--- src/detAccel_config.svh ---
// size and width macros for the determinant accelerator, included by the package and the RTL
`ifndef DET_ACCEL_CONFIG_SVH
`define DET_ACCEL_CONFIG_SVH

// largest matrix side the unit accepts
`define DET_MAX_DIM 6

// one word per element of the largest matrix
`define DET_RAM_DEPTH 36
`define DET_IDX_W 6

// bus side
`define DET_ADDR_W 24   // byte address
`define DET_DATA_W 32   // data word, also the element width

`endif

--- src/detPkg.sv ---
// shared types of the determinant accelerator, imported by the RTL modules and the testbench
`include "detAccel_config.svh"

package detPkg;

    typedef logic signed [`DET_DATA_W-1:0] element_t;   // entry or determinant
    typedef logic [`DET_IDX_W-1:0] ramIndex_t;
    typedef logic [2:0] dim_t;

    // one determinant request
    typedef struct packed {
        logic [`DET_ADDR_W-1:0] base;   // byte address of element 0,0
        dim_t dim;
    } job_t;

    typedef struct packed {
        logic en;
        ramIndex_t addr;
        element_t data;
    } ramWrite_t;

    // codes returned on the command port
    typedef enum logic [31:0] {
        statReady     = 32'd0,
        statLoading   = 32'd1,
        statComputing = 32'd2,
        statPending   = 32'd3,
        statRejected  = 32'd98,
        statAccepted  = 32'd99
    } status_e;

endpackage

--- src/matrixRam.sv ---
// matrix storage, one write port and one read port with a registered output
`include "detAccel_config.svh"

module matrixRam import detPkg::*; (
    input  logic clk,
    input  ramWrite_t wr,
    input  ramIndex_t rdAddr,
    output element_t rdData
);
    element_t mem [`DET_RAM_DEPTH];

    always_ff @(posedge clk) begin
        if (wr.en)
            mem[wr.addr] <= wr.data;
        rdData <= mem[rdAddr];   // data valid one cycle after rdAddr
    end

endmodule

--- config.mk ---
export PLATFORM = sky130hd
export DESIGN_NAME = matrixRam
export DESIGN_NICKNAME = d
export VERILOG_FILES = /design/src/detPkg.sv /design/src/matrixRam.sv
export VERILOG_INCLUDE_DIRS = /design/src
export SDC_FILE = /design/constraint.sdc
export NUM_CORES = 1
export LEC_CHECK = 0
export BUFFER_PORTS_ARGS = -buffer_cell sky130_fd_sc_hd__buf_4
export CAP_MARGIN = 15
export CORE_MARGIN = 8
export CORE_UTILIZATION = 40
export CTS_CLUSTER_SIZE = 10
export DETAILED_ROUTE_END_ITERATION = 8
export SLEW_MARGIN = 25
export SYNTH_ARGS = -nofsm -noshare
export SYNTH_HDL_FRONTEND = slang
export SYNTH_SLANG_ARGS = --single-unit
export TNS_END_PERCENT = 100
--- constraint.sdc ---
create_clock -name clk -period 3.2 [get_ports clk]
set_clock_uncertainty 0.15 [all_clocks]
set_input_delay 0.48 -clock clk [delete_from_list [all_inputs] [get_ports clk]]
set_output_delay 0.48 -clock clk [all_outputs]
set_load 0.05 [all_outputs]
# == After elaboration in Yosys (flattened, before gate mapping) ==
# Memory sizes are Yosys's and may differ from the RTL's. A register that Yosys moved wholly into a read port is not among the register bits.
# Cells that the tools add are included.
# totals
ff_bits,0
ramBits,1152
in_bits,46
wordCells,3
mem_count,1
# classes
n_mux,2
# mem_list
memory,depth,word_bits,rd,rd_ports_with_merged_regs,write_ports,line_no,text
mem,36,32,1,1,1,matrixRam.sv:10,element_t mem [`DET_RAM_DEPTH];
# ops
operator,n
two-way mux 1 bit,2

# == Longest topological paths before layout ==
# depth
word_depth,2
ltp_mapped,8

# == Least setup slack after synthesis ==
# Ideal clock, no wire load.
# synth_timing
kind,input port to flip-flop
startpoint,in wr[34] in the netlist's numbering
endpoint,"mem mem[25][0] in the netlist's numbering, enable pin"
setup_time_ps,421
arrival_time_ps,2386
required_time_ps,2629
path_slack_ps,243
path_stages,2
path_cell_list,or3b_2 nor2_1
# synth_lines
item,line_no,text
from (decl),matrixRam.sv:6,"input ramWrite_t wr,"
to (decl),matrixRam.sv:10,
# No word-level cell before the write port.

# == Final worst setup path ==
# layout_timing
startpoint,reg rdData[1] (read register of mem)
endpoint,out rdData[1]
# layout_lines
item,line_no,text
from (decl),matrixRam.sv:8,output element_t rdData
# No word-level cell between the ends.

==> run summary <==
status: completed
die footprint: 0.125 mm2
cts hold-fix bufs: 24
initial antenna violation count: 2
worst-path cell chain: buf_4
EDFF count, synth: 1,152
Critical Path Max Stage Delay: 0.56 ns
vias in the first global route: 23,915
slowest stage cell, crit path: dfxtp_1
PwrDens: 620 mW/mm2
RSZ-0062 raised after global routing: no
sequential area share after synthesis: 77.1%
synthesized instance count: 2,345
Placer Congestion: 0.769
DRC viols: 0
Final nets: 2,620
endpoints failing setup: 0
gr ovfl total: 0
Num CTS Buffers: 138
GRT Total Usage: 18.4%
Pre-antenna DRT Iters: 5
Synth Warn #: 0
r2r endpoint: rdData[0]
cell taking the most area after synthesis: edfxtp_1
Top FF cell, synth: edfxtp_1
final slew viol count: 0
Startpoint Class: flip-flop
vias per cell: 5.65
root buf cell: clkbuf_16
core outline area: 0.114 mm2
Area Overhead vs Synth: 17.3%
CTS Sinks: 1,184
CTS tree: built
crit path time final: 2.20 ns
Hold Fails Final Rpt: 0
Worst Reg-to-Reg Cells: 5
commonest non-fill, non-tap cell in the layout: edfxtp_1
Antenna Nets Post-Route: 0
top cell type's share of synthesized area: 75.7%
Std-Cell Rows: 124
Fmax achieved: 455 MHz
die width: 354 um
largest net degree at the start of global routing: 57
worst flop-to-flop path startpoint: mem[29][0]
CP max FO: 1
HPWL Detailed: 63,900 um
max-cap violations: 0
I/O Pins: 78
wire per inst: 28.4 um
Post-CTS Setup Bufs: 0
HP Start: wr[15]
Via Count: 23,649
Hold Crit Class: input pin to flip-flop
Hold EP: mem[15][15]
drt total wl: 119,000 um
syn avg cell area: 19.5 um2
Max VDD drop: 0.470 mV
Yosys cell types: 28
most frequent cells in the layout: 1,152 x edfxtp_1, 512 x mux2i_1, 150 x buf_4, 144 x clkbuf_16, 128 x a22oi_1
pre-CTS WS: 0.393 ns
crit end category: primary output
cts repair resizes: 0
R2R setup slack: 1.32 ns
Synth Register Bits: 1,184
fin worst setup slack: 1.00 ns
CTS clk-pin slew, worst paths: 0.05 ns
Worst Tran Pin Value: 0.829 ns
asr flop ratio synth: 0%
H-tree depth: 4
Worst Path Buf+Inv: 1
Die H: 354 um
Tcrit/Tclk final: 68.7%
clk buf depth: 3
post-synth design cell area: 0.0457 mm2
PortBufs: 77
WP data required: 2.57 ns
Ant. Diodes: 0
Clock Latency Late Sink: 0.74 ns
top cells by area, synth: edfxtp_1 76%, mux2i_1 11%, a22oi_1 2.1%, a221oi_2 1.7%, mux4_2 1.6%
first-pass GRT wire length: 169,000 um
leak pwr: 18.3 nW
WP depth: 1
delay-heaviest family, CP: flip-flops
Initial Util: 40.2%
crit path kind: flip-flop to primary output
share of cells above drive strength 1: 19.5%
critical path arrival: 1.57 ns
DR iter-0 viols: 2,016
max_slew headroom: 44.7%
syn_nets: 2,391
cell count of the worst hold path: 1
Fin Setup TNS: 0 ns
## registers in the layout, summed over array words and instances, names as in the netlist
register / count
mem: 1152
rdData: 32
## routing by layer
metal / share of wire (%) / wire length (um) / track usage [%]
met5: 0.010 / 12 / 0
met4: 2.6 / 3090 / 5.80
met3: 6.1 / 7210 / 3.00
met1: 42 / 50300 / 24.7
met2: 49 / 58100 / 30.5
## stage by stage
step | util [%] | hold WS, ns | area (um2) | cells | total power [mW]
finish | 47.1 | 0.0413 | 53600 | 4187 | 33.2
detailed placement | 43.3 | 0.492 | 49300 | 3922 | 19.4
global route | 47.1 | 0.0392 | 53600 | 4187 | 34.2
floorplan | - | 0.429 | 45700 | 2345 | 18.6
CTS | 47.1 | 0.00300 | 53600 | 4187 | 33.5
global placement | 43.3 | 0.492 | 49300 | 3922 | 19.4
## logic make-up after synthesis
group,share of synthesized area [%]
flops,77.1
mux,12.8
compound gates,7.53
buf+inv,1.76
simple gates,0.870
## area by class of cell
cell class,instances,area [um2]
clock inverter,12,105
clock buffer,229,3930
multi-input combinational,1020,9990
sequential,1184,35200
tap,1512,1890
fill,9453,60300
timing repair buffer,230,2470
## Yosys cell counts (all sizes together) (5+ instances only)
library cell and instances:
mux2i 512, edfxtp 1152, dfxtp 32, a22o 64
o41ai 32, a22oi 128, nand2 35, o22ai 32
a21oi 64, nand3b 5, a221oi 64, mux4 32
clkbuf 62, nor2 39, buf 79
## worst register-to-register path, stage by stage, from the launching register on
cell,delay [ns]
edfxtp_1,0.33
mux2i_1,0.07
a22o_1,0.23
a221oi_1,0.23
o22ai_1,0.14
o41ai_2,0.57
## report_power, final
group	internal [mW]	switching (mW)	leakage, nW
combinational	0.675	1.20	5.70
clock	8.33	5.79	1.93
sequential	17.2	0.0766	10.6
total	26.2	7.07	18.3
## how the worst max path moves through the flow
stage / startpoint / endpoint / slack, ns
floorplan: wr[34] / mem[25][0] / 0.24
global placement: rdAddr[0] / rdData[19] / 0.40
detailed placement: rdAddr[0] / rdData[4] / 0.39
CTS: rdData[10] / rdData[10] / 1.00
global route: rdData[1] / rdData[1] / 0.98
finish: rdData[1] / rdData[1] / 1.00
Note: power is estimated with default switching activity, not from simulation.
