--- config.mk ---
export PLATFORM = sky130hd
export DESIGN_NAME = cmdControl
export DESIGN_NICKNAME = d
export VERILOG_FILES = /design/src/detPkg.sv /design/src/cmdControl.sv
export VERILOG_INCLUDE_DIRS = /design/src
export SDC_FILE = /design/constraint.sdc
export NUM_CORES = 1
export LEC_CHECK = 0
export BUFFER_PORTS_ARGS = -buffer_cell sky130_fd_sc_hd__clkbuf_2
export CAP_MARGIN = 20
export CORE_ASPECT_RATIO = 0.6
export CORE_UTILIZATION = 35
export DETAILED_ROUTE_END_ITERATION = 8
export PLACE_DENSITY_LB_ADDON = 0.08
export SYNTH_ARGS = -nofsm -noshare
export SYNTH_HDL_FRONTEND = slang
export SYNTH_SLANG_ARGS = --single-unit
--- constraint.sdc ---
create_clock -name clk -period 11.9 [get_ports clk]
set_input_delay 2.975 -clock clk [delete_from_list [all_inputs] [get_ports clk]]
set_output_delay 2.975 -clock clk [all_outputs]
set_load 0.02 [all_outputs]
--- src/detAccel_config.svh ---
// size and width macros for the determinant accelerator, included by the package and the RTL
`ifndef DET_ACCEL_CONFIG_SVH
`define DET_ACCEL_CONFIG_SVH

// largest matrix side the unit accepts
`define DET_MAX_DIM 6

// one word per element of the largest matrix
`define DET_RAM_DEPTH 36
`define DET_IDX_W 6

// bus side
`define DET_ADDR_W 24   // byte address
`define DET_DATA_W 32   // data word, also the element width

`endif

--- src/detPkg.sv ---
// shared types of the determinant accelerator, imported by the RTL modules and the testbench
`include "detAccel_config.svh"

package detPkg;

    typedef logic signed [`DET_DATA_W-1:0] element_t;   // entry or determinant
    typedef logic [`DET_IDX_W-1:0] ramIndex_t;
    typedef logic [2:0] dim_t;

    // one determinant request
    typedef struct packed {
        logic [`DET_ADDR_W-1:0] base;   // byte address of element 0,0
        dim_t dim;
    } job_t;

    typedef struct packed {
        logic en;
        ramIndex_t addr;
        element_t data;
    } ramWrite_t;

    // codes returned on the command port
    typedef enum logic [31:0] {
        statReady     = 32'd0,
        statLoading   = 32'd1,
        statComputing = 32'd2,
        statPending   = 32'd3,
        statRejected  = 32'd98,
        statAccepted  = 32'd99
    } status_e;

endpackage

--- src/cmdControl.sv ---
// command decode and stage tracking that answers every start and hands the result to the irq port
`include "detAccel_config.svh"

module cmdControl import detPkg::*; (
    input  logic clk,
    input  logic rst,
    input  logic start,
    input  logic [31:0] dataa,
    input  logic [31:0] datab,
    input  logic loadDone,
    input  logic calcDone,
    input  element_t calcResult,
    input  logic resultRead,
    output logic done,
    output status_e result,
    output job_t job,
    output logic loadStart,
    output logic calcStart,
    output logic computing,
    output logic irq,
    output element_t resultReadData
);
    typedef enum logic [1:0] {stIdle, stLoading, stComputing, stPending} stage_e;

    stage_e stage;
    status_e stageCode;
    element_t det;      // latched determinant
    logic readAck;      // result taken so release next cycle

    always_comb begin
        case (stage)
            stLoading:   stageCode = statLoading;
            stComputing: stageCode = statComputing;
            stPending:   stageCode = statPending;
            default:     stageCode = statReady;
        endcase
    end

    assign computing = (stage == stComputing);

    always_ff @(posedge clk) begin
        if (rst) begin
            stage <= stIdle;
            done <= 1'b0;
            result <= statReady;
            loadStart <= 1'b0;
            calcStart <= 1'b0;
            irq <= 1'b0;
            readAck <= 1'b0;
        end else begin
            done <= start;
            result <= statReady;
            loadStart <= 1'b0;
            calcStart <= 1'b0;
            readAck <= 1'b0;

            if (start) begin
                if (datab <= 32'd1 || stage != stIdle) begin
                    result <= stageCode;   // query or busy
                end else if (datab > 32'(`DET_MAX_DIM)) begin
                    result <= statRejected;
                end else begin
                    result <= statAccepted;
                    job.base <= dataa[`DET_ADDR_W-1:0];
                    job.dim <= datab[2:0];
                    loadStart <= 1'b1;
                    stage <= stLoading;
                end
            end

            case (stage)
                stLoading: if (loadDone) begin
                    calcStart <= 1'b1;
                    stage <= stComputing;
                end
                stComputing: if (calcDone) begin
                    det <= calcResult;
                    irq <= 1'b1;
                    stage <= stPending;
                end
                stPending: begin
                    if (readAck) begin
                        stage <= stIdle;
                    end else if (resultRead) begin
                        resultReadData <= det;
                        irq <= 1'b0;
                        readAck <= 1'b1;
                    end
                end
                default: ;
            endcase
        end
    end

endmodule

After elaboration in Yosys (flattened, before gate mapping). Cells that the tools add are included.

Add/subtract/negate cells: 0. Multipliers: 0. Divide/modulo/power cells: 0. Order comparisons: 2. Eq/ne operators: 6. Shift-type cells: 0. Muxes and demuxes: 17. Bitwise logic cells: 7. Reductions and logical operators: 11.

Operators by type and width (number): $gt 32x3->1 const B (1); $le 32x1->1 const B (1); $mux 32 (1); $mux 2 (6); $pmux 2 s3 (2); $reduce_and 4->1 (3); $mux 1 (7); $not 1->1 (7); $ne 2x2->1 const B (3); $reduce_or 3->1 (2); $eq 2x2->1 const B (2); $reduce_bool 2->1 (2); $reduce_or 2->1 (2); $reduce_and 3->1 (1); $eq 2x1->1 const B (1); $pmux 1 s2 (1); $logic_or 1x1->1 (1).

Register bits: 130. Bits in latches: 0. Memory bits (writable): 0. ROM bits: 0. Input port bits: 102. Output and inout bits: 96. Word-level logic and storage cells: 54. Memories: 0.

Logic depth before layout (Yosys ltp).
Depth after elaboration: 6. Gate-level depth with buffers: 5. Gate-level depth less buffers: 4.

Worst setup path after synthesis. OpenSTA, ideal clock, no wires.

Path type: input port to flip-flop. From: in datab[16]. To: reg job[0] in the netlist's numbering, enable pin. Library setup time: 445 ps. Arrival time: 5718 ps. Required time: 11455 ps. Path slack: 5737 ps. Stages on the path: 4. Path buffers: 0. Cells stage by stage: nor4_1 > nand4_1 > or3_4 > nor3_1.

Word-level cells in the longest chain between the ends: 4. Elaborated cells on any way between the ends: 6.

Ends and longest elaborated chain: from (decl) (line cmdControl.sv:9) `input logic [31:0] datab,`; $le 32x1->1 (line cmdControl.sv:58) `if (datab <= 32'd1 || stage != stIdle) begin`; $logic_or 1x1->1 (line cmdControl.sv:58); $not 1->1 (no source line); $reduce_and 4->1 (no source line) (*); to (decl) (line cmdControl.sv:16) `output job_t job,`.

Every way passes the cells marked *; elsewhere a longest branch is shown, timed or not. A chain may end at the register's enable or synchronous reset.

Final worst setup path.
From: in datab[3]. To: reg job[17] in the netlist's numbering, enable pin.

Same word-level chain as after synthesis.

==> run_results.csv <==
group,metric,value,unit
power,seq_power_share,0.551,
synth,syn_inst,175,
detailed_routing,first_pass_iters,4,
power,peakVddDrop,0.00008251,V
setup_path,critical_path_class,"input port to flip-flop",
clocking,clk_pin_slew,0.06,ns
synth,ys.flop_type,"edfxtp_1",
detailed_routing,routed-via-count,2000,
sta,fmax,223.0,MHz
detailed_routing,postRouteAntennaNets,0,
clocking,root_buffer,"clkbuf_16",
setup_path,cp-end-kind,"flip-flop",
power,internal-power,0.5600,mW
global_routing,grt_pass1_wl,9.804,mm
synth,yosysTopAreaCell,"edfxtp_1",
sta,report.final.slew_viol_count,0,
setup_path,crit_arrival,4.49,ns
cells_and_area,drive_gt1_frac,0.5328,
placement,gp_congestion,0.7863,
synth,yosysWarningCount,0,
sta,max_slew_margin,0.3667,
cells_and_area,post-route-util,0.4930,
global_routing,grt.total_usage,0.1350,
placement,place_hpwl,4.784,mm
global_routing,grt_pass1_vias,1933,
clocking,cts_hold_buf,0,
die,rows,27,
clocking,tritoncts,"done",
placement,numPlacedInstances,465,
setup_path,rr_worst_depth,4,
sta,clock_skew,0.004770,ns
job,drv_cap,0,
synth,ys_seq_area_frac,0.8564,
placement,numPortBuffers,161,
setup_path,worstPathRequired,11.90,ns
min_path,holdPathStages,0,
min_path,min_to,"resultReadData[0]",
sta,fin_crit,4.484,ns
setup_path,path_cells,"clkbuf_2, nor4_1, nand4_1, or3_4, nor3_2, buf_4",
status,status,"finished, final reports clean",
synth,synth_edf_count,91,
detailed_routing,drtIter0Drc,73,
synth,syn_area,3425,um^2
setup_path,r2r_slack,9.92,ns
die,die_x,129.7,um
cells_and_area,stdcell_count,481,
synth,synth_top_area_frac,0.7980,
cells_and_area,fin_area,4597,um^2
synth,async_reset_ff_frac,0,
setup_path,crit_path_top_delay_cell,"or3_4",
die,fp.dieH,78.62,um
power,clockPowerShare,0.409,
setup_path,max_stage_delay,0.46,ns
setup_path,cp-start-kind,"input port",
min_path,min_path_type,"flip-flop to flip-flop",
die,coreArea,9324,um^2
clocking,h-tree-depth,3,
clocking,ctsResizeCount,0,
setup_path,worstPathMaxFanout,27,
synth,syn_area_per_cell,19.57,um^2
die,die-area,10200,um^2
clocking,cts_made_buffers,9,
power,comb_power_share,0.040,
placement,pre_cts_ws,7.033,ns
die,io_pins,198,
setup_path,cp-startpoint,"datab[3]",
power,leakage,1.873,nW
cells_and_area,fin_nets,448,
synth,ys_seq_elements,101,
sta,setup_viol,0,
setup_path,worstReg2RegStart,"stage[1]",
detailed_routing,drc,0,
global_routing,grt_overflow,0,
detailed_routing,route.detailed.wl_per_inst,13.55,um
sta,rsz0062_at_grt,"no",
power,p_per_area,151.8,nW/um^2
synth,synth_cell_type_count,27,
clocking,post-cts-setup-buffers,0,
min_path,min-delay-start,"det[0]",
cells_and_area,syn2layout_area_growth,34.23,%
clocking,clkLatencyLatePin,0.34,ns
sta,worst_hold_slack,0.4191,ns
detailed_routing,via_per_inst,4.158,
power,p_switching,0.1378,mW
sta,worst_slack,7.416,ns
detailed_routing,wl,6.516,mm
global_routing,grt_max_degree,33,
clocking,clock-sinks,101,
power,power,0.6979,mW
sta,fin_tns_setup,0,ns
clocking,clock_path_buffers,2,
cells_and_area,diodes,0,
placement,placed_area,4305,um^2
global_routing,antenna_found_initial,0,
synth,yosys-top-cells-area,"edfxtp_1 80%, buf_4 6.4%, dfxtp_1 5.8%",
die,start_util,0.3673,
power,switching_share,0.1975,
sta,worst_slew_pin_slew,0.9477,ns
sta,final-hold-violation-count,0,
sta,finalCritPeriodShare,0.3768,
setup_path,r2r-end,"det[15]",
[cell families (layout without fill, tap and decap cells)]
family	after synthesis	in the layout	synth area share
DFF	101	101	0.8564
buffers and inverters	33	182	0.06796
and+or+nand+nor	30	30	0.04969
AOI/OAI and AO/OA	9	9	0.02192
other	1	28	0.001095
muxes	1	1	0.002923
[cell type report]
type,count,area (um^2)
Clock buffer,11,232.7
Clock inverter,5,58.81
Fill cell,859,4727
Inverter,3,11.26
Multi-Input combinational cell,68,377.9
Sequential cell,101,2933
Tap cell,130,162.7
Timing Repair Buffer,163,820.8
[power groups by stage]
stage | Combinational, mW | Sequential (mW) | Clock, mW
3_3_place_gp | 0.0276 | 0.392 | 0
2_1_floorplan | 0.0177 | 0.393 | 0
5_1_grt | 0.0307 | 0.384 | 0.309
6_report | 0.0281 | 0.385 | 0.285
4_1_cts | 0.0284 | 0.385 | 0.295
3_5_place_dp | 0.0283 | 0.392 | 0
[state kept, by name (all words and copies together), names as in the netlist, 2 cells and up]
| signal | flops |
|---|---|
| resultReadData | 32 |
| job | 27 |
| det | 32 |
| stage | 2 |
| result | 3 |
[layout by cell type (no fill, tap or decap), types with 2 or more instances in the layout]
master     instances
inv_2              3
nor3_2             2
buf_4              2
edfxtp_1          91
clkbuf_2         161
nor3_1             3
a21oi_1            3
conb_1            28
nand3_1            3
dfxtp_1           10
nor2_1             3
nand2_1            5
clkbuf_1           2
nor4_1             5
clkbuf_16          9
[layer usage]
metal | vias up | GRT usage | wire length, um
met5 | - | 0 | 0
met4 | 0 | 0.06279 | 117
met3 | 10 | 0.05249 | 505
met2 | 106 | 0.2198 | 3197
met1 | 930 | 0.1575 | 2696
li1 | 954 | - | -
[Yosys cell counts, types with 3 or more instances]
library cell and instances:
buf_4 29, nor4_1 5, nand2_1 5, edfxtp_1 91
dfxtp_1 10, a21oi_1 3, nand3_1 3, nor3_1 5
nor2_1 4, inv_2 3
[worst max-delay path: cells and delay by family]
family	cells	cell delay [ns]
buffers and inverters	2	0.46
and+or+nand+nor	4	1.05
[worst max path at each step]
stage                    to  cells after the start
global placement    job[25]                      6
floorplan            job[0]                      4
global route        job[17]                      6
detailed placement  job[17]                      6
finish              job[17]                      6
CTS                 job[17]                      6
Note: power is estimated with default switching activity, not from simulation.
