==> src/detAccel_config.svh <==
// size and width macros for the determinant accelerator, included by the package and the RTL
`ifndef DET_ACCEL_CONFIG_SVH
`define DET_ACCEL_CONFIG_SVH

// largest matrix side the unit accepts
`define DET_MAX_DIM 6

// one word per element of the largest matrix
`define DET_RAM_DEPTH 36
`define DET_IDX_W 6

// bus side
`define DET_ADDR_W 24   // byte address
`define DET_DATA_W 32   // data word, also the element width

`endif

==> src/detPkg.sv <==
// shared types of the determinant accelerator, imported by the RTL modules and the testbench
`include "detAccel_config.svh"

package detPkg;

    typedef logic signed [`DET_DATA_W-1:0] element_t;   // entry or determinant
    typedef logic [`DET_IDX_W-1:0] ramIndex_t;
    typedef logic [2:0] dim_t;

    // one determinant request
    typedef struct packed {
        logic [`DET_ADDR_W-1:0] base;   // byte address of element 0,0
        dim_t dim;
    } job_t;

    typedef struct packed {
        logic en;
        ramIndex_t addr;
        element_t data;
    } ramWrite_t;

    // codes returned on the command port
    typedef enum logic [31:0] {
        statReady     = 32'd0,
        statLoading   = 32'd1,
        statComputing = 32'd2,
        statPending   = 32'd3,
        statRejected  = 32'd98,
        statAccepted  = 32'd99
    } status_e;

endpackage

==> src/matrixLoader.sv <==
// pipelined bus read master, streams dim squared words from memory into the matrix RAM
`include "detAccel_config.svh"

module matrixLoader import detPkg::*; (
    input  logic clk,
    input  logic rst,
    input  job_t job,
    input  logic loadStart,
    input  logic waitRequest,
    input  element_t readData,
    input  logic readDataValid,
    output logic [`DET_ADDR_W-1:0] address,
    output logic read,
    output ramWrite_t ramWr,
    output logic loadDone
);
    ramIndex_t reqCount;    // requests accepted by the bus
    ramIndex_t rcvCount;    // words written to RAM
    ramIndex_t lastIdx;     // dim squared minus one
    logic active;

    always_ff @(posedge clk) begin
        if (rst) begin
            read <= 1'b0;
            active <= 1'b0;
            reqCount <= '0;
            rcvCount <= '0;
            ramWr.en <= 1'b0;
            loadDone <= 1'b0;
        end else begin
            // one cycle after the final write
            loadDone <= ramWr.en && (ramWr.addr == lastIdx);

            if (loadStart) begin
                address <= job.base;
                read <= 1'b1;
                active <= 1'b1;
                reqCount <= '0;
                rcvCount <= '0;
                lastIdx <= ramIndex_t'(job.dim) * ramIndex_t'(job.dim) - 1'b1;
            end else if (read && !waitRequest) begin
                address <= address + `DET_ADDR_W'(4);
                reqCount <= reqCount + 1'b1;
                if (reqCount == lastIdx)
                    read <= 1'b0;   // all requests out
            end

            // receive side runs independently of back-pressure
            ramWr.en <= readDataValid && active;
            ramWr.addr <= rcvCount;
            ramWr.data <= readData;
            if (readDataValid && active) begin
                rcvCount <= rcvCount + 1'b1;
                if (rcvCount == lastIdx)
                    active <= 1'b0;
            end
        end
    end

endmodule

==> config.mk <==
export PLATFORM = sky130hd
export DESIGN_NAME = matrixLoader
export DESIGN_NICKNAME = d
export VERILOG_FILES = /design/src/detPkg.sv /design/src/matrixLoader.sv
export VERILOG_INCLUDE_DIRS = /design/src
export SDC_FILE = /design/constraint.sdc
export NUM_CORES = 1
export LEC_CHECK = 0
export ABC_CLOCK_PERIOD_IN_PS = 2500
export BUFFER_PORTS_ARGS = -buffer_cell sky130_fd_sc_hd__buf_2
export CAP_MARGIN = 20
export CORE_ASPECT_RATIO = 0.5
export CORE_MARGIN = 5
export CORE_UTILIZATION = 45
export CTS_CLUSTER_DIAMETER = 30
export DETAILED_ROUTE_END_ITERATION = 10
export HOLD_SLACK_MARGIN = 0.08
export MAX_ROUTING_LAYER = met4
export PLACE_DENSITY = 0.76
export SYNTH_ARGS = -nofsm -noshare
export SYNTH_HDL_FRONTEND = slang
export SYNTH_SLANG_ARGS = --single-unit
==> constraint.sdc <==
create_clock -name clk -period 2.5 [get_ports clk]
set_input_delay 0.5 -clock clk [delete_from_list [all_inputs] [get_ports clk]]
set_output_delay 0.5 -clock clk [all_outputs]
set_load 0.01 [all_outputs]
[After elaboration in Yosys (flattened, before gate mapping)]
Cells that the tools add are included.
Operators by class
  multipliers: 1
  shift operators: 0
  reductions and logical operators: 11
  magnitude comparators: 0
  bitwise operators: 1
  add/sub/neg operators: 4
  divide/modulo/power cells: 0
  multiplexer cells: 10
  equal/unequal tests: 3
Operator list (count)
  2-to-1 mux 24 bit: 2
  adder 24 x 3 -> 24 bit, second input constant: 1
  == test 6 bit: 3
  adder 6 x 1 -> 6 bit, second input constant: 2
  2-to-1 mux 6 bit: 2
  multiplier 3 x 3 -> 6 bit: 1
  2-to-1 mux 1 bit: 6
  AND reduction 2 bit: 3
  nonzero test 2 bit: 3
  subtractor 6 x 1 -> 6 bit, second input constant: 1
  logical AND 1 bit: 3
  OR reduction 2 bit: 1
  zero test 1 bit: 1
  inverter 1 bit: 1
Word-level totals
  register bits: 84
  memory bits (read-only): 0
  bits in writable memories: 0
  latch bits: 0
  memories: 0
  output and inout bits: 65

[Longest topological paths before layout]
Gate-level depths: netlist (run 1).
  depth after elaboration: 4
  mapped depth: 6
  depth with buffers taken out: 5

[Least setup slack after synthesis (run 1)]
No wires, ideal clock.
  path kind: input port to flip-flop
  start point: input port loadStart
  end point: register address[10], enable pin
  path slack: 0.100 ns
  data arrival time: 1.999 ns
  path buffers: 2
  library setup time: 0.401 ns
  cell stages on the path: 4
  cell sequence: clkbuf_1 -> clkbuf_1 -> nor2_1 -> nor2_1
On the way
  longest elaborated chain between the ends: 2
RTL lines
  start: declaration: RTL line matrixLoader.sv:8  | input logic loadStart,
  nonzero test 2 bit (no source line)
  AND reduction 2 bit (no source line)
  end signal: assignment: RTL line matrixLoader.sv:35  | address <= job.base;
  end signal: assignment: RTL line matrixLoader.sv:42  | address <= address + `DET_ADDR_W'(4);
  end: declaration: RTL line matrixLoader.sv:12  | output logic [`DET_ADDR_W-1:0] address,
Every way passes these cells.
A chain may end at the register's enable or synchronous reset.

[Worst setup path in the final report (run 1)]
  start point: register address[5]
  end point: register address[18], data pin
On the way
  longest elaborated chain between the ends: 3
RTL lines
  adder 24 x 3 -> 24 bit: RTL line matrixLoader.sv:42
  2-to-1 mux 24 bit: RTL line matrixLoader.sv:41  | end else if (read && !waitRequest) begin
  2-to-1 mux 24 bit: RTL line matrixLoader.sv:34  | if (loadStart) begin
Every way passes these cells. The select of a mux whose other input is x is not followed.

==> qor.yml, run 1 <==
maxSlewViolCount: 0
dp_cells: 523
max_freq_ghz: 0.511
synth.top_cell.area_share_pct: 56.0
grt_pass1_wl_um: 12500
drt_iter0_markers: 143
dp_hpwl_um: 5800
cts_buffers: 9
avgRoutedWirePerCell_um: 14.9
cp-start-kind: "flip-flop"
postCtsSetupBuffers: 0
first_pass_iters: 5
cp_num_buf_inv: 0
cp.arrival_ns: 2.14
tightest_slew_ns: 0.555
crit_fanout: 14
synth_nets: 361
diodes: 0
avgSynthCellArea_um2: 12.2
grt_start_max_net_pins: 40
drc: 0
outcome: "finished, final reports clean"
coreArea_um2: 7890
fin_util_pct: 59.0
hold_viol: 0
synth_cells: 294
ys_types: 35
grtUsageTotal_pct: 17.2
slowest_stage: "or4_1"
nFillCells: 692
die_y_um: 73.2
cts_max_level: 3
skew_ns: 0.00606
syn-cell-area_um2: 3590
synth-edff-count: 67
ys.flop_type: "edfxtp_1"
grt-ovfl-total: 0
area_delta_synth_final_pct: 29.4
rsz0062_at_grt: "false"
crit_type: "flip-flop to flip-flop"
io_buffers: 128
hold_class: "input pin to flip-flop"
cts_tree: "yes"
yosysTopAreaCell: "edfxtp_1"
ys_async_sr_fraction_pct: 0
initial_core_util_pct: 45.6
cap_violations: 0
dieArea_um2: 9980
place_congestion: 0.849
drtAntennaViolNets: 0
vdd_drop_max_mv: 0.518
final_common_cell: "buf_2"
clk-insertion-delay-late_ns: 0.33
drive_gt1_share_pct: 35.4
cts_hold_buf: 0
ys_seq_area_share_pct: 64.9
leakagePower_nw: 1.85
cts.clk_slew.worst_paths_ns: 0.06
worstPathCellList: "and4_1, nand3_4, or4_1, a31oi_1"
ys_ff_latch: 83
crit_required_ns: 2.68
p_per_area_nw_per_um2: 715
antenna_found_initial: 0
cp-end-kind: "flip-flop"
clock_tree.root_cell: "clkbuf_16"
fin_crit_sh_pct: 78.2
final_cell_mix: "128 x buf_2, 67 x edfxtp_1, 26 x nor2_1, 25 x nand2_1, 20 x xor2_1"
finalCriticalPeriod_ns: 1.96
clk_path_buf_depth: 2
fin_nets: 489
grt_pass1_vias: 2486
setup_tns_ns: 0
routed-via-count: 2746
num_rows: 23
maxSlewHeadroom_pct: 62.9
postCtsResizedCells: 0
setup_viol: 0
vias_per_cell: 5.09
final_cell_count_no_fill: 539
synthTopCellsByArea: "edfxtp_1 56%, dfxtp_1 8.9%, xor2_1 4.9%"
cp_slowest_stage_delay_ns: 0.53
io_pins: 129
critPathTopFamily: "simple AND/OR/NAND/NOR gates"
wl_um: 8050
die_x_um: 136
clock-sinks: 83
ys.warnings.count: 0
[layer usage]
metal | track usage [%] | up-vias | wire length (µm)
met5 | - | - | 0
met4 | 6.59 | 0 | 121
met3 | 5.79 | 12 | 807
met2 | 28.1 | 143 | 3870
met1 | 20.0 | 1239 | 3250
li1 | - | 1352 | -
[cell type report]
class | count | area [µm²] | share of cell area [%]
clock buffer | 10 | 229 | 4.92
clock inverter | 6 | 88.8 | 1.91
inverter | 4 | 15.0 | 0.323
multi-input combinational | 192 | 1170 | 25.3
sequential | 83 | 2330 | 50.1
tap | 112 | 140 | 3.01
timing repair buffer | 132 | 671 | 14.4
[power breakdown]
part / leakage (nW) / internal, W / switching, W
Sequential: 0.776 / 0.00159 / 0.0000532
Combinational: 0.923 / 0.000130 / 0.000164
Clock: 0.149 / 0.000876 / 0.000515
Total: 1.85 / 0.00259 / 0.000732
[worst paths after layout]
kind,startpoint,endpoint,slack [ns],cells past startpoint
worst max-delay path,address[5]$_DFFE_PP_,address[18]$_DFFE_PP_,0.54,4
worst min-delay path,readData[22],ramWr[22]$_DFFE_PN_,0.34,1
worst max register to register,address[5]$_DFFE_PP_,address[18]$_DFFE_PP_,0.54,4
worst min register to register,read$_SDFFE_PP0P_,read$_SDFFE_PP0P_,0.49,2
[worst register-to-register path: cells and delay by family, from the launching register on]
family	cells	cell delay, ns
AOI/OAI and AO/OA	1	0.18
DFF	1	0.43
and+or+nand+nor	3	1.19
[synth_stat cells (3+ instances only)]
cell and number:
o21ai_0 18, and2_1 3, a31oi_1 8, o31ai_1 7, ha_1 3, or4_1 8
nor2_1 27, xor2_1 20, nand3_1 15, and3_1 4, nand4_1 10, nand2_1 25
and4_1 5, edfxtp_1 67, clkbuf_1 11, inv_1 3, xnor2_1 9, dfxtp_1 16
nor3_1 3, a21oi_1 9, or3_1 4
[stage by stage]
step | instance area (µm²) | worst slack (ns) | power [W] | hold slack, ns
after floorplan | 3590 | 0.100 | 0.00181 | 0.466
after global placement | 4330 | 0.644 | 0.00196 | 0.464
after detailed placement | 4330 | 0.572 | 0.00197 | 0.486
after CTS | 4650 | 0.553 | 0.00337 | 0.321
after global routing | 4650 | 0.438 | 0.00348 | 0.311
final | 4650 | 0.545 | 0.00333 | 0.338
[sequential cells by signal, summed over array words and instances, names as in the netlist]
register,cells
active,1
read,1
lastIdx,5
rcvCount,6
loadDone,1
address,24
reqCount,6
ramWr,39
[logic make-up (layout without fill, tap and decap cells)]
kind of cell	Yosys count	in the layout	share of synthesized area, %
and+or+nand+nor	109	109	15.8
AOI/OAI and AO/OA	49	49	8.15
buffers and inverters	19	152	2.47
muxes	2	2	0.592
adders and majority gates	3	3	1.04
xor gates and xnor gates	29	29	7.07
DFF	83	83	64.9
(Power assumes the default switching activity.)
==> inputs of run 2 (changes only) <==
ABC_CLOCK_PERIOD_IN_PS = 1900   (was 2500)
CORE_UTILIZATION = 49   (was 45)
PLACE_DENSITY = 0.79   (was 0.76)
clock period = 1.9 ns   (was 2.5 ns; I/O delays follow)
==> qor.yml, run 2 (synthesis gave the netlist of run 1 again) <==
wl_um: 8280  # +2.9%
dieArea_um2: 9250  # -7.3%
nFillCells: 570  # -18%
vdd_drop_max_mv: 0.439  # -15%
coreArea_um2: 7240  # -8.2%
wl_met2_um: 4130  # +6.7%
crit_fanout: 6  # -8
die_x_um: 131  # -3.9%
diodes: 0  # unchanged
clk_path_buf_depth: 2  # unchanged
grt_start_max_net_pins: 30  # -25%
slowest_stage: "edfxtp_1"
drt_iter0_markers: 175  # +22%
fin_nets: 500  # +2.2%
clock-sinks: 83  # unchanged
postCtsSetupBuffers: 0  # unchanged
max_freq_ghz: 0.572  # +12%
fin_util_pct: 64.9  # +5.9 points
drtAntennaViolNets: 0  # unchanged
place_congestion: 0.792  # -6.7%
min_path_cells: 1  # unchanged
setup_viol: 0  # unchanged
cts_buffers: 9  # unchanged
final_cell_mix: "128 x buf_2, 67 x edfxtp_1, 26 x nor2_1, 25 x nand2_1, 20 x xor2_1"
holdPathEnd: "ramWr[24]$_DFFE_PN_"
cts.clk_slew.worst_paths_ns: 0.06  # about the same
reg2reg_from: "address[2]$_DFFE_PP_"
cp-end-kind: "flip-flop"
final_common_cell: "buf_2"
cp_slowest_stage_delay_ns: 0.43  # -0.10 ns
routed-via-count: 2782  # +1.3%
num_rows: 22  # -4.3%
avgRoutedWirePerCell_um: 15.5  # +3.9%
timing.rr.end: "address[20]$_DFFE_PP_"
regMostFlops: "ramWr"
top_layer_used: "met4"
skew_ns: 0.00298  # -0.00308 ns
grt_pass1_vias: 2772  # +12%
setup_tns_ns: 0  # unchanged
cts_max_level: 3  # unchanged
drive_gt1_share_pct: 37.2  # +1.9 points
reg_top3: "ramWr: 39 flops, address: 24 flops"
fin_crit_sh_pct: 92.0  # +14 points
wl_met3_um: 561  # -30%
cp.arrival_ns: 1.93  # -0.21 ns
grtUsageTotal_pct: 18.5  # +1.3 points
die_y_um: 70.6  # -3.6%
grt_pass1_wl_um: 13300  # +5.9%
outcome: "finished, final reports clean"
clock_tree.root_cell: "clkbuf_16"
cp_num_buf_inv: 0  # unchanged
io_pins: 129  # unchanged
cap_violations: 0  # unchanged
first_pass_iters: 4  # -1
route.layer.met1.wl_um: 3490  # +7.4%
hold_viol: 0  # unchanged
initial_core_util_pct: 49.6  # +4.1 points
critPathTopFamily: "simple AND/OR/NAND/NOR gates"
vias_per_cell: 5.21  # +2.3%
maxSlewHeadroom_pct: 63.9  # +1.0 points
area_delta_synth_final_pct: 30.7
tightest_slew_ns: 0.539  # -0.0153 ns
finalCriticalPeriod_ns: 1.75  # -0.207 ns
crit_required_ns: 2.09  # -0.59 ns
reg2regPathDepth: 5  # +1
cp-start-kind: "flip-flop"
leakagePower_nw: 1.88  # +1.9%
cts_tree: "yes"
rsz0062_at_grt: "false"
dp_hpwl_um: 6220  # +7.2%
hold_class: "input pin to flip-flop"
rrSetupSlack_ns: 0.15  # -0.39 ns
drc: 0  # unchanged
clk-insertion-delay-late_ns: 0.33  # about the same
crit_type: "flip-flop to flip-flop"
worstPathCellList: "ha_1, and3_1, nand3_1, or4_1, a31oi_1"
io_buffers: 128  # unchanged
maxSlewViolCount: 0  # unchanged
antenna_found_initial: 0  # unchanged
p_per_area_nw_per_um2: 888  # +24%
largest_reg_flops: 39  # unchanged
grt-ovfl-total: 0  # unchanged
worstHoldStart: "readData[24]"
-- run 2: cell types whose count changed in the layout (fill, tap and decap cells not counted) --
cell	before	now
nor2_4	0	1
clkinv_2	1	0
bufinv_16	2	0
clkinv_4	0	1
nor2_2	1	0
inv_6	1	2
nand3_1	15	14
buf_4	4	14
clkinvlp_4	2	3
buf_12	0	1
nand3_2	0	1
-- run 2: report_power, final --
| group | internal [W] | total [W] | leakage (nW) | switching [W] |
|---|---|---|---|---|
| clock network | 0.000896 | 0.00160 | 0.126 | 0.000701 |
| logic | 0.000190 | 0.000421 | 0.982 | 0.000231 |
| registers | 0.00209 | 0.00215 | 0.776 | 0.0000630 |
-- run 2: how the worst max path moves through the flow --
stage                          startpoint  cells past startpoint  slack (ns)                     to
floorplan            address[2]$_DFFE_PP_                      6        0.08  address[20]$_DFFE_PP_
global placement    address[11]$_DFFE_PP_                      4        0.19  address[23]$_DFFE_PP_
detailed placement  address[14]$_DFFE_PP_                      4        0.07  address[21]$_DFFE_PP_
CTS                 address[14]$_DFFE_PP_                      4        0.07  address[19]$_DFFE_PP_
global route         address[2]$_DFFE_PP_                      5       0.002  address[22]$_DFFE_PP_
finish               address[2]$_DFFE_PP_                      5        0.15  address[20]$_DFFE_PP_
-- run 2: stage by stage --
step	hold slack, ns	instance area, µm²	total power, W	worst slack [ns]	instances
2_1_floorplan	0.453	3600	0.00239	0.0809	294
3_5_place_dp	0.492	4410	0.00262	0.0709	518
3_3_place_gp	0.472	4410	0.00260	0.194	518
6_report	0.217	4700	0.00417	0.152	534
5_1_grt	0.201	4700	0.00435	0.00179	534
4_1_cts	0.204	4690	0.00422	0.0723	534
-- run 2: timing repair --
item,CTS,global route
resized for setup,0,1
endpoints found under the setup margin,0,6
hold buffers,0,0
-- run 2: layer usage --
layer  up-vias  GRT usage (%)
met1      1300           21.5
met4         0           5.76
met2       101           31.0
met3        10           6.25
li1       1371              -
met5         -              -
-- run 2: cell type report --
| cell class | instances | area, µm² | area share (%) |
|---|---|---|---|
| well taps | 96 | 120 | 2.56 |
| flip-flops and latches | 83 | 2330 | 49.7 |
| repair buffers | 143 | 766 | 16.3 |
| clock inverters | 6 | 48.8 | 1.04 |
| inverters | 4 | 15.0 | 0.320 |
| multi-input cells | 192 | 1180 | 25.2 |
| clock buffers | 10 | 229 | 4.88 |
